===== src/roce_pkt_defs.svh =====
`ifndef ROCE_PKT_DEFS_SVH
`define ROCE_PKT_DEFS_SVH

// stream width
`define ROCE_DATA_W          512

// packet lengths in bytes
`define ROCE_HDR_BYTES       58
`define ROCE_RD_RESP_BYTES   314
`define ROCE_ACK_BYTES       58

// ipv4 total length per kind
`define ROCE_IP_LEN_RD_RESP  16'h0130
`define ROCE_IP_LEN_ACK      16'h0030

`define ROCE_PKT_PER_PATH    8
`define ROCE_QP_ENTRIES      8

// fixed header fields
`define ROCE_ETHERTYPE       16'h0800
`define ROCE_IP_VER_IHL      8'h45
`define ROCE_IP_TOS          8'hb8
`define ROCE_IP_ID           16'h5555
`define ROCE_IP_FLAGS        16'h4000
`define ROCE_IP_TTL          8'hba
`define ROCE_IP_PROTO_UDP    8'h11
`define ROCE_UDP_SPORT       16'h6851
`define ROCE_UDP_DPORT       16'h12b7
`define ROCE_BTH_PKEY        16'h666f

`endif


===== src/roce_hdr_pkg.sv =====
`include "roce_pkt_defs.svh"

package roce_hdr_pkg;

  typedef logic [47:0] mac_addr_t;
  typedef logic [31:0] ipv4_addr_t;

  // bth fields
  typedef logic [23:0] qp_num_t;
  typedef logic [23:0] psn_t;

  typedef enum logic [7:0] {
    OP_RD_RESP_ONLY = 8'h10,
    OP_ACK          = 8'h11
  } bth_opcode_e;

  // eth + ipv4 + udp + bth + aeth with byte 0 in the top bits
  typedef logic [`ROCE_HDR_BYTES*8-1:0] hdr_bytes_t;

endpackage


===== src/roce_tx_pkg.sv =====
package roce_tx_pkg;

  typedef enum logic {
    REQ_RD_RESP = 1'b0,
    REQ_ACK     = 1'b1
  } req_kind_e;

  // idle, buffer capture, beat walk
  typedef enum logic [1:0] {
    TX_IDLE   = 2'd0,
    TX_BUILD  = 2'd1,
    TX_STREAM = 2'd2
  } tx_state_e;

endpackage


===== src/ipv4_csum.sv =====
`include "roce_pkt_defs.svh"

module ipv4_csum
  import roce_hdr_pkg::*;
(
  input  logic [15:0] total_len_i,
  input  ipv4_addr_t  src_ip_i,
  input  ipv4_addr_t  dst_ip_i,
  output logic [15:0] csum_o
);

  logic [19:0] sum;
  logic [16:0] fold1;
  logic [15:0] fold2;

  // ten header words, checksum word taken as zero
  assign sum = 20'({`ROCE_IP_VER_IHL, `ROCE_IP_TOS})
             + 20'(total_len_i)
             + 20'(`ROCE_IP_ID)
             + 20'(`ROCE_IP_FLAGS)
             + 20'({`ROCE_IP_TTL, `ROCE_IP_PROTO_UDP})
             + 20'(src_ip_i[31:16])
             + 20'(src_ip_i[15:0])
             + 20'(dst_ip_i[31:16])
             + 20'(dst_ip_i[15:0]);

  // second fold catches the carry out of the first
  assign fold1  = 17'(sum[15:0]) + 17'(sum[19:16]);
  assign fold2  = fold1[15:0] + 16'(fold1[16]);
  assign csum_o = ~fold2;

endmodule


===== src/qp_addr_table.sv =====
`include "roce_pkt_defs.svh"

module qp_addr_table
  import roce_hdr_pkg::*;
(
  input  logic                               core_clk,
  input  logic                               core_aresetn,
  input  logic                               qp_wr_i,
  input  logic [$clog2(`ROCE_QP_ENTRIES)-1:0] qp_wr_idx_i,
  input  mac_addr_t                          qp_wr_mac_i,
  input  ipv4_addr_t                         qp_wr_ip_i,
  input  logic [$clog2(`ROCE_QP_ENTRIES)-1:0] rd_idx_i,
  output mac_addr_t                          rd_mac_o,
  output ipv4_addr_t                         rd_ip_o
);

  mac_addr_t  mac_q [`ROCE_QP_ENTRIES];
  ipv4_addr_t ip_q  [`ROCE_QP_ENTRIES];

  always_ff @(posedge core_clk or negedge core_aresetn) begin
    if (!core_aresetn) begin
      for (int i = 0; i < `ROCE_QP_ENTRIES; i++) begin
        mac_q[i] <= '0;
        ip_q[i]  <= '0;
      end
    end else if (qp_wr_i) begin
      mac_q[qp_wr_idx_i] <= qp_wr_mac_i;
      ip_q[qp_wr_idx_i]  <= qp_wr_ip_i;
    end
  end

  // async read
  assign rd_mac_o = mac_q[rd_idx_i];
  assign rd_ip_o  = ip_q[rd_idx_i];

endmodule


===== src/roce_hdr_builder.sv =====
`include "roce_pkt_defs.svh"

module roce_hdr_builder
  import roce_hdr_pkg::*;
  import roce_tx_pkg::*;
(
  input  logic        core_clk,
  input  logic        core_aresetn,
  input  logic        cap_i,
  input  req_kind_e   kind_i,
  input  qp_num_t     qp_i,
  input  psn_t        psn_i,
  input  mac_addr_t   src_mac_i,
  input  ipv4_addr_t  src_ip_i,
  input  mac_addr_t   dst_mac_i,
  input  ipv4_addr_t  dst_ip_i,
  input  logic [15:0] csum_i,
  output logic [15:0] total_len_o,
  output logic [((`ROCE_RD_RESP_BYTES*8+`ROCE_DATA_W-1)/`ROCE_DATA_W)*`ROCE_DATA_W-1:0] pkt_o
);

  localparam int PKT_W =
    ((`ROCE_RD_RESP_BYTES*8 + `ROCE_DATA_W - 1) / `ROCE_DATA_W) * `ROCE_DATA_W;

  bth_opcode_e      opcode;
  logic [15:0]      total_len;
  logic [15:0]      udp_len;
  hdr_bytes_t       hdr;
  logic [PKT_W-1:0] pkt_d;
  logic [PKT_W-1:0] pkt_q;

  assign opcode    = (kind_i == REQ_RD_RESP) ? OP_RD_RESP_ONLY : OP_ACK;
  assign total_len = (kind_i == REQ_RD_RESP) ? `ROCE_IP_LEN_RD_RESP : `ROCE_IP_LEN_ACK;
  // udp length excludes the 20-byte ip header
  assign udp_len   = total_len - 16'd20;

  assign hdr = {
    dst_mac_i, src_mac_i, `ROCE_ETHERTYPE,
    `ROCE_IP_VER_IHL, `ROCE_IP_TOS, total_len, `ROCE_IP_ID, `ROCE_IP_FLAGS,
    `ROCE_IP_TTL, `ROCE_IP_PROTO_UDP, csum_i, src_ip_i, dst_ip_i,
    `ROCE_UDP_SPORT, `ROCE_UDP_DPORT, udp_len, 16'h0000,
    opcode, 8'h00, `ROCE_BTH_PKEY, 8'h00, qp_i, 8'h00, psn_i,
    32'h0000_0000
  };

  always_comb begin
    pkt_d = '0;
    // packet byte 0 goes to bits 7:0
    for (int i = 0; i < `ROCE_HDR_BYTES; i++) begin
      pkt_d[i*8 +: 8] = hdr[(`ROCE_HDR_BYTES-1-i)*8 +: 8];
    end
    if (kind_i == REQ_RD_RESP) begin
      for (int i = `ROCE_HDR_BYTES; i < `ROCE_RD_RESP_BYTES; i++) begin
        pkt_d[i*8 +: 8] = psn_i[7:0];
      end
    end
  end

  always_ff @(posedge core_clk or negedge core_aresetn) begin
    if (!core_aresetn) begin
      pkt_q <= '0;
    end else if (cap_i) begin
      pkt_q <= pkt_d;
    end
  end

  assign total_len_o = total_len;
  assign pkt_o       = pkt_q;

endmodule


===== src/roce_resp_gen_top.sv =====
`include "roce_pkt_defs.svh"

module roce_resp_gen_top
  import roce_hdr_pkg::*;
  import roce_tx_pkg::*;
(
  input  logic                                core_clk,
  input  logic                                core_aresetn,
  input  mac_addr_t                           src_mac_i,
  input  ipv4_addr_t                          src_ip_i,
  input  logic                                qp_wr_i,
  input  logic [$clog2(`ROCE_QP_ENTRIES)-1:0] qp_wr_idx_i,
  input  mac_addr_t                           qp_wr_mac_i,
  input  ipv4_addr_t                          qp_wr_ip_i,
  input  logic                                req_i,
  input  req_kind_e                           req_kind_i,
  input  qp_num_t                             req_qp_i,
  input  psn_t                                req_psn_i,
  input  logic                                m_tready_i,
  output logic [`ROCE_DATA_W-1:0]             m_tdata_o,
  output logic [`ROCE_DATA_W/8-1:0]           m_tkeep_o,
  output logic                                m_tvalid_o,
  output logic                                m_tlast_o,
  output logic                                busy_o,
  output logic                                rd_done_o,
  output logic                                wr_done_o
);

  localparam int PKT_W =
    ((`ROCE_RD_RESP_BYTES*8 + `ROCE_DATA_W - 1) / `ROCE_DATA_W) * `ROCE_DATA_W;

  logic             cap;
  req_kind_e        kind;
  qp_num_t          qp;
  psn_t             psn;
  mac_addr_t        dst_mac;
  ipv4_addr_t       dst_ip;
  logic [15:0]      total_len;
  logic [15:0]      csum;
  logic [PKT_W-1:0] pkt;

  qp_addr_table u_qp_addr_table (
    .core_clk     (core_clk),
    .core_aresetn (core_aresetn),
    .qp_wr_i      (qp_wr_i),
    .qp_wr_idx_i  (qp_wr_idx_i),
    .qp_wr_mac_i  (qp_wr_mac_i),
    .qp_wr_ip_i   (qp_wr_ip_i),
    .rd_idx_i     (qp[$clog2(`ROCE_QP_ENTRIES)-1:0]),
    .rd_mac_o     (dst_mac),
    .rd_ip_o      (dst_ip)
  );

  ipv4_csum u_ipv4_csum (
    .total_len_i (total_len),
    .src_ip_i    (src_ip_i),
    .dst_ip_i    (dst_ip),
    .csum_o      (csum)
  );

  roce_hdr_builder u_roce_hdr_builder (
    .core_clk     (core_clk),
    .core_aresetn (core_aresetn),
    .cap_i        (cap),
    .kind_i       (kind),
    .qp_i         (qp),
    .psn_i        (psn),
    .src_mac_i    (src_mac_i),
    .src_ip_i     (src_ip_i),
    .dst_mac_i    (dst_mac),
    .dst_ip_i     (dst_ip),
    .csum_i       (csum),
    .total_len_o  (total_len),
    .pkt_o        (pkt)
  );

  roce_tx_ctrl #(
    .DATA_W (`ROCE_DATA_W)
  ) u_roce_tx_ctrl (
    .core_clk     (core_clk),
    .core_aresetn (core_aresetn),
    .req_i        (req_i),
    .req_kind_i   (req_kind_i),
    .req_qp_i     (req_qp_i),
    .req_psn_i    (req_psn_i),
    .pkt_i        (pkt),
    .m_tready_i   (m_tready_i),
    .cap_o        (cap),
    .kind_o       (kind),
    .qp_o         (qp),
    .psn_o        (psn),
    .m_tdata_o    (m_tdata_o),
    .m_tkeep_o    (m_tkeep_o),
    .m_tvalid_o   (m_tvalid_o),
    .m_tlast_o    (m_tlast_o),
    .busy_o       (busy_o),
    .rd_done_o    (rd_done_o),
    .wr_done_o    (wr_done_o)
  );

endmodule


===== src/roce_tx_ctrl.sv =====
`include "roce_pkt_defs.svh"

module roce_tx_ctrl
  import roce_hdr_pkg::*;
  import roce_tx_pkg::*;
#(
  parameter int DATA_W = `ROCE_DATA_W
) (
  input  logic                   core_clk,
  input  logic                   core_aresetn,
  input  logic                   req_i,
  input  req_kind_e              req_kind_i,
  input  qp_num_t                req_qp_i,
  input  psn_t                   req_psn_i,
  input  logic [((`ROCE_RD_RESP_BYTES*8+DATA_W-1)/DATA_W)*DATA_W-1:0] pkt_i,
  input  logic                   m_tready_i,
  output logic                   cap_o,
  output req_kind_e              kind_o,
  output qp_num_t                qp_o,
  output psn_t                   psn_o,
  output logic [DATA_W-1:0]      m_tdata_o,
  output logic [DATA_W/8-1:0]    m_tkeep_o,
  output logic                   m_tvalid_o,
  output logic                   m_tlast_o,
  output logic                   busy_o,
  output logic                   rd_done_o,
  output logic                   wr_done_o
);

  localparam int KEEP_W = DATA_W / 8;
  localparam int BEATS  = (`ROCE_RD_RESP_BYTES*8 + DATA_W - 1) / DATA_W;
  localparam int LEN_W  = $clog2(`ROCE_RD_RESP_BYTES + 1);
  localparam int BEAT_W = $clog2(BEATS + 1);
  localparam int CNT_W  = $clog2(`ROCE_PKT_PER_PATH + 1);

  tx_state_e          state_q;
  logic [LEN_W-1:0]   rem_q;
  logic [BEAT_W-1:0]  beat_q;
  logic [CNT_W-1:0]   rd_cnt_q;
  logic [CNT_W-1:0]   wr_cnt_q;
  logic [KEEP_W-1:0]  keep_d;
  logic               last_d;
  logic               load;
  logic               pkt_end;

  // next beat goes out when the output register is empty or draining
  assign load    = (state_q == TX_STREAM) &&
                   (!m_tvalid_o || (m_tready_i && !m_tlast_o));
  assign pkt_end = m_tvalid_o && m_tready_i && m_tlast_o;
  assign last_d  = rem_q <= LEN_W'(KEEP_W);

  always_comb begin
    for (int i = 0; i < KEEP_W; i++) begin
      keep_d[i] = i < int'(rem_q);
    end
  end

  always_ff @(posedge core_clk or negedge core_aresetn) begin
    if (!core_aresetn) begin
      state_q    <= TX_IDLE;
      kind_o     <= REQ_RD_RESP;
      qp_o       <= '0;
      psn_o      <= '0;
      rem_q      <= '0;
      beat_q     <= '0;
      m_tkeep_o  <= '0;
      m_tvalid_o <= 1'b0;
      m_tlast_o  <= 1'b0;
    end else begin
      case (state_q)
        TX_IDLE: begin
          if (req_i) begin
            kind_o  <= req_kind_i;
            qp_o    <= req_qp_i;
            psn_o   <= req_psn_i;
            state_q <= TX_BUILD;
          end
        end
        TX_BUILD: begin
          rem_q   <= (kind_o == REQ_RD_RESP) ? LEN_W'(`ROCE_RD_RESP_BYTES)
                                             : LEN_W'(`ROCE_ACK_BYTES);
          beat_q  <= '0;
          state_q <= TX_STREAM;
        end
        TX_STREAM: begin
          if (pkt_end) begin
            m_tvalid_o <= 1'b0;
            m_tlast_o  <= 1'b0;
            state_q    <= TX_IDLE;
          end else if (load) begin
            m_tkeep_o  <= keep_d;
            m_tvalid_o <= 1'b1;
            m_tlast_o  <= last_d;
            rem_q      <= last_d ? '0 : rem_q - LEN_W'(KEEP_W);
            beat_q     <= beat_q + 1'b1;
          end
        end
        default: state_q <= TX_IDLE;
      endcase
    end
  end

  always_ff @(posedge core_clk) begin
    if (load) begin
      m_tdata_o <= pkt_i[beat_q*DATA_W +: DATA_W];
    end
  end

  // per-kind completion counters with sticky done flags
  always_ff @(posedge core_clk or negedge core_aresetn) begin
    if (!core_aresetn) begin
      rd_cnt_q  <= '0;
      wr_cnt_q  <= '0;
      rd_done_o <= 1'b0;
      wr_done_o <= 1'b0;
    end else if (pkt_end) begin
      if (kind_o == REQ_RD_RESP && !rd_done_o) begin
        rd_cnt_q <= rd_cnt_q + 1'b1;
        if (rd_cnt_q == CNT_W'(`ROCE_PKT_PER_PATH - 1)) begin
          rd_done_o <= 1'b1;
        end
      end
      if (kind_o == REQ_ACK && !wr_done_o) begin
        wr_cnt_q <= wr_cnt_q + 1'b1;
        if (wr_cnt_q == CNT_W'(`ROCE_PKT_PER_PATH - 1)) begin
          wr_done_o <= 1'b1;
        end
      end
    end
  end

  assign cap_o  = (state_q == TX_BUILD);
  assign busy_o = (state_q != TX_IDLE);

endmodule


===== config.mk =====
export PLATFORM = sky130hd
export DESIGN_NAME = roce_resp_gen_top
export DESIGN_NICKNAME = d
export VERILOG_FILES = /design/src/roce_hdr_pkg.sv /design/src/roce_tx_pkg.sv /design/src/ipv4_csum.sv /design/src/qp_addr_table.sv /design/src/roce_hdr_builder.sv /design/src/roce_resp_gen_top.sv /design/src/roce_tx_ctrl.sv
export VERILOG_INCLUDE_DIRS = /design/src
export SDC_FILE = /design/constraint.sdc
export NUM_CORES = 2
export LEC_CHECK = 0
export BUFFER_PORTS_ARGS = -buffer_cell sky130_fd_sc_hd__buf_2
export CAP_MARGIN = 40
export CORE_AREA = 2 2 446 448
export DETAILED_ROUTE_END_ITERATION = 10
export DIE_AREA = 0 0 448 450
export SKIP_LAST_GASP = 1
export SLEW_MARGIN = 40
export SYNTH_ARGS = -nofsm -noshare
export SYNTH_HDL_FRONTEND = slang
export SYNTH_SLANG_ARGS = --single-unit

===== constraint.sdc =====
create_clock -name core_clk -period 8.9 [get_ports core_clk]
set_input_delay 1.335 -clock core_clk [delete_from_list [all_inputs] [get_ports core_clk]]
set_output_delay 1.335 -clock core_clk [all_outputs]
set_load 0.05 [all_outputs]

==> results.md <==
* Worst EP arrival at 9.22 ns
* Critical path capture point type: flip-flop
* Final Hold Vio Count at 0
* Setup Skew at 0.0315 ns
* Synth warnings at 0
* Number of max-cap violations at 0
* Vias in the first global route at 33400
* Mapped Cells at 3699
* Post-synth EDFFs at 250
* Maximum clock frequency at 0.116 GHz
* Share of cells above drive strength 1 at 50.3%
* Top cell by count, worst path: fa_1
* Number of cell rows at 163
* CTS clk-pin slew, worst paths at 0.06 ns
* Routability Congestion at 0.869
* Worst hold slack at 0.376 ns
* TritonCTS buffer count at 142
* Starting Density at 27.9%
* Placed Area at 60200 µm²
* Syn_nets at 3997
* Dpl hpwl at 105 mm
* Ys async rst share at 79.5%
* Core Region at 197000 µm²
* Vias at 32600
* First-pass DRT Iterations at 5
* Biggest area consumer among synthesized cells: dfrtp_1
* Port Buffers at 797
* Synth Register Bits at 1221
* P&R area growth vs syn at 18.7%
* Nets at 4524
* Routed Antenna Nets at 0
* Die width at 448 µm
* Initial antenna violation count at 64
* Worst Tran Pin Value at 1.05 ns
* Largest cells by area after synthesis: dfrtp_1, mux2_2, edfxtp_1
* H-tree Lvls at 4
* Fill count at 19200
* Rel. slew slack at 30.1%
* Detailed Route WL at 162 mm
* CP required at 9.53 ns
* Status: complete, no violations
* Post-synthesis sequential area ratio at 57.9%
* Largest fanout on the critical path at 8
* CTS root buffer: clkbuf_16
* Setup CP Type: reg2reg
* Vias/cell at 4.66
* Tcrit/Tclk final at 96.5%
* Clk sinks at 1221
* Post-synthesis cell type count at 84
* Mapped cell area at 54900 µm²
* DRC violations left at 0
* CTS Hold Bufs at 0
* Clock buffer depth at 3
* CTS tree: built
* Gr usage total at 15.8%
* Final Max Tran Viols at 0
* Final setup vio count at 0
* Worst skew pair latency at 0.78 ns
* Synth top area share at 44.2%
* Post-layout min period at 8.59 ns
* DR iter-0 viols at 1991
* Die Area at 202000 µm²
* Largest net degree at the start of global routing at 130
* CP peak stage delay at 0.48 ns
* Design area at 65200 µm²
* Aggregate global routing overflow at 0
* Ys flop type: dfrtp_1
* Worst Hold Class: in2async
* First-pass GRT wire length at 234 mm
* Critical Path Slowest Stage Cell: mux4_2
* Wire per inst at 23.1 µm
* Avg Inst Size Synth at 14.9 µm²
* Number of placed I/O pins at 798
* CP Launch Type: flip-flop
* Die Span Y at 450 µm
-- registers in the layout, indices dropped and copies added (netlist names), 2 cells and up --
register / count
u_qp_addr_table.ip_q: 256
u_roce_hdr_builder.pkt_o: 235
u_roce_tx_ctrl.rem_q: 4
u_roce_tx_ctrl.state_q: 2
u_qp_addr_table.mac_q: 384
u_roce_tx_ctrl.beat_q: 3
u_roce_tx_ctrl.wr_cnt_q: 4
u_roce_tx_ctrl.m_tdata_o: 250
u_roce_tx_ctrl.m_tkeep_o: 26
u_roce_tx_ctrl.psn_o: 24
u_roce_tx_ctrl.rd_cnt_q: 4
u_roce_tx_ctrl.qp_o: 24
-- synth_stat cells, types with 35 or more instances --
cell type and number:
dfrtp_1 971, mux2_2 843, buf_4 301, a21o_1 252, edfxtp_1 250, clkbuf_1 176
mux4_2 160, nor2_1 140, inv_1 84, a21oi_1 83, mux2i_1 64, ha_1 46
buf_1 36, fa_1 35
-- metal layers --
layer | vias up | routed length (µm) | share of wire [%] | global-route usage, %
met1 | 17200 | 65900 | 41 | 19.5
li1 | 14100 | - | - | -
met5 | - | 159 | 0.098 | 0
met2 | 993 | 81700 | 50 | 27.2
met3 | 301 | 8580 | 5.3 | 3.12
met4 | 26 | 5590 | 3.4 | 5.59
-- logic make-up (layout without fill, tap and decap cells) --
group,count (synthesis),after routing,share of synthesized area [%]
adder cells (fa/ha/maj),81,81,2.32
AND/OR/NAND/NOR,271,271,2.53
AO/OA/AOI/OAI,419,419,5.41
XOR/XNOR,36,36,0.601
multiplexers,1067,1067,25.0
other,0,11,0
buffers and inverters,604,1250,6.22
flip-flops,1221,1221,57.9
-- per-stage QoR --
step           TNS (ns)  setup slack (ns)  util, %  instances
2_1_floorplan         0            0.0199        -       3699
3_3_place_gp          0             0.194     30.5       6708
3_5_place_dp    -0.0663           -0.0663     30.6       6712
4_1_cts               0            0.0737     33.1       6976
5_1_grt         -0.0271           -0.0271     33.2       6992
6_report              0             0.311     33.2       6996
-- worst max-delay path: cells and delay by family (launching register included) --
family          cells  cell delay [ns]
compound gates      9             1.62
xor+xnor            1             0.18
fa+ha+maj           8             2.40
buf+inv             4             0.33
flops               1             0.45
mux                 2             0.81
simple gates       13             2.63
-- layout by cell type, fill, tap and decap left out, types with 8 or more instances in the layout --
master and instances:
xnor2_1 25, buf_2 796, buf_12 15, clkbuf_1 42
o21ai_0 22, mux4_2 160, nor2b_1 18, xor2_1 9
dfrtp_1 968, nor2_1 140, diode_2 11, nand3_1 10
mux2_2 843, clkbuf_8 23, a21o_1 252, edfxtp_1 250
clkinv_2 17, fa_1 34, a21oi_1 82, a31o_2 11
and2_2 9, nand2b_1 11, nand2_1 20, mux2i_1 64
clkbuf_16 147, inv_1 84, ha_1 43, buf_6 10
o21a_1 8, buf_4 72
-- path summary, 6_finish.rpt --
kind / from / end / slack (ns) / cells past startpoint
worst max-delay path: u_roce_tx_ctrl.qp_o[0] / u_roce_hdr_builder.pkt_o[199] / 0.31 / 37
min in group core_clk: u_roce_tx_ctrl.wr_cnt_q[3] / u_roce_tx_ctrl.wr_cnt_q[3] / 0.47 / 1
worst min register to register: u_roce_tx_ctrl.wr_cnt_q[3] / u_roce_tx_ctrl.wr_cnt_q[3] / 0.47 / 1
worst max register to register: u_roce_tx_ctrl.qp_o[0] / u_roce_hdr_builder.pkt_o[199] / 0.31 / 37
max in group asynchronous: core_aresetn / u_roce_hdr_builder.pkt_o[376] / 6.84 / 4
worst min-delay path: core_aresetn / u_qp_addr_table.mac_q[93] / 0.38 / 1
-- repair_timing --
action / CTS / global route
setup endpoints to repair: 1 / 6
pin swaps: 0 / 6
buffers inserted: 1 / 5
gates resized for setup: 0 / 11
-- final cells by class --
class	instances	area (µm²)	share of cell area, %
diodes	11	27.5	0.0422
clock buffers	211	4130	6.33
clock inverters	52	657	1.01
inverters	85	327	0.501
multi-input cells	1874	19800	30.4
flip-flops and latches	1221	31800	48.8
well taps	2640	3300	5.06
repair buffers	902	5170	7.93
Power is not shown: default switching activity piles up to over one toggle a cycle in this logic, so the estimate is an artifact.
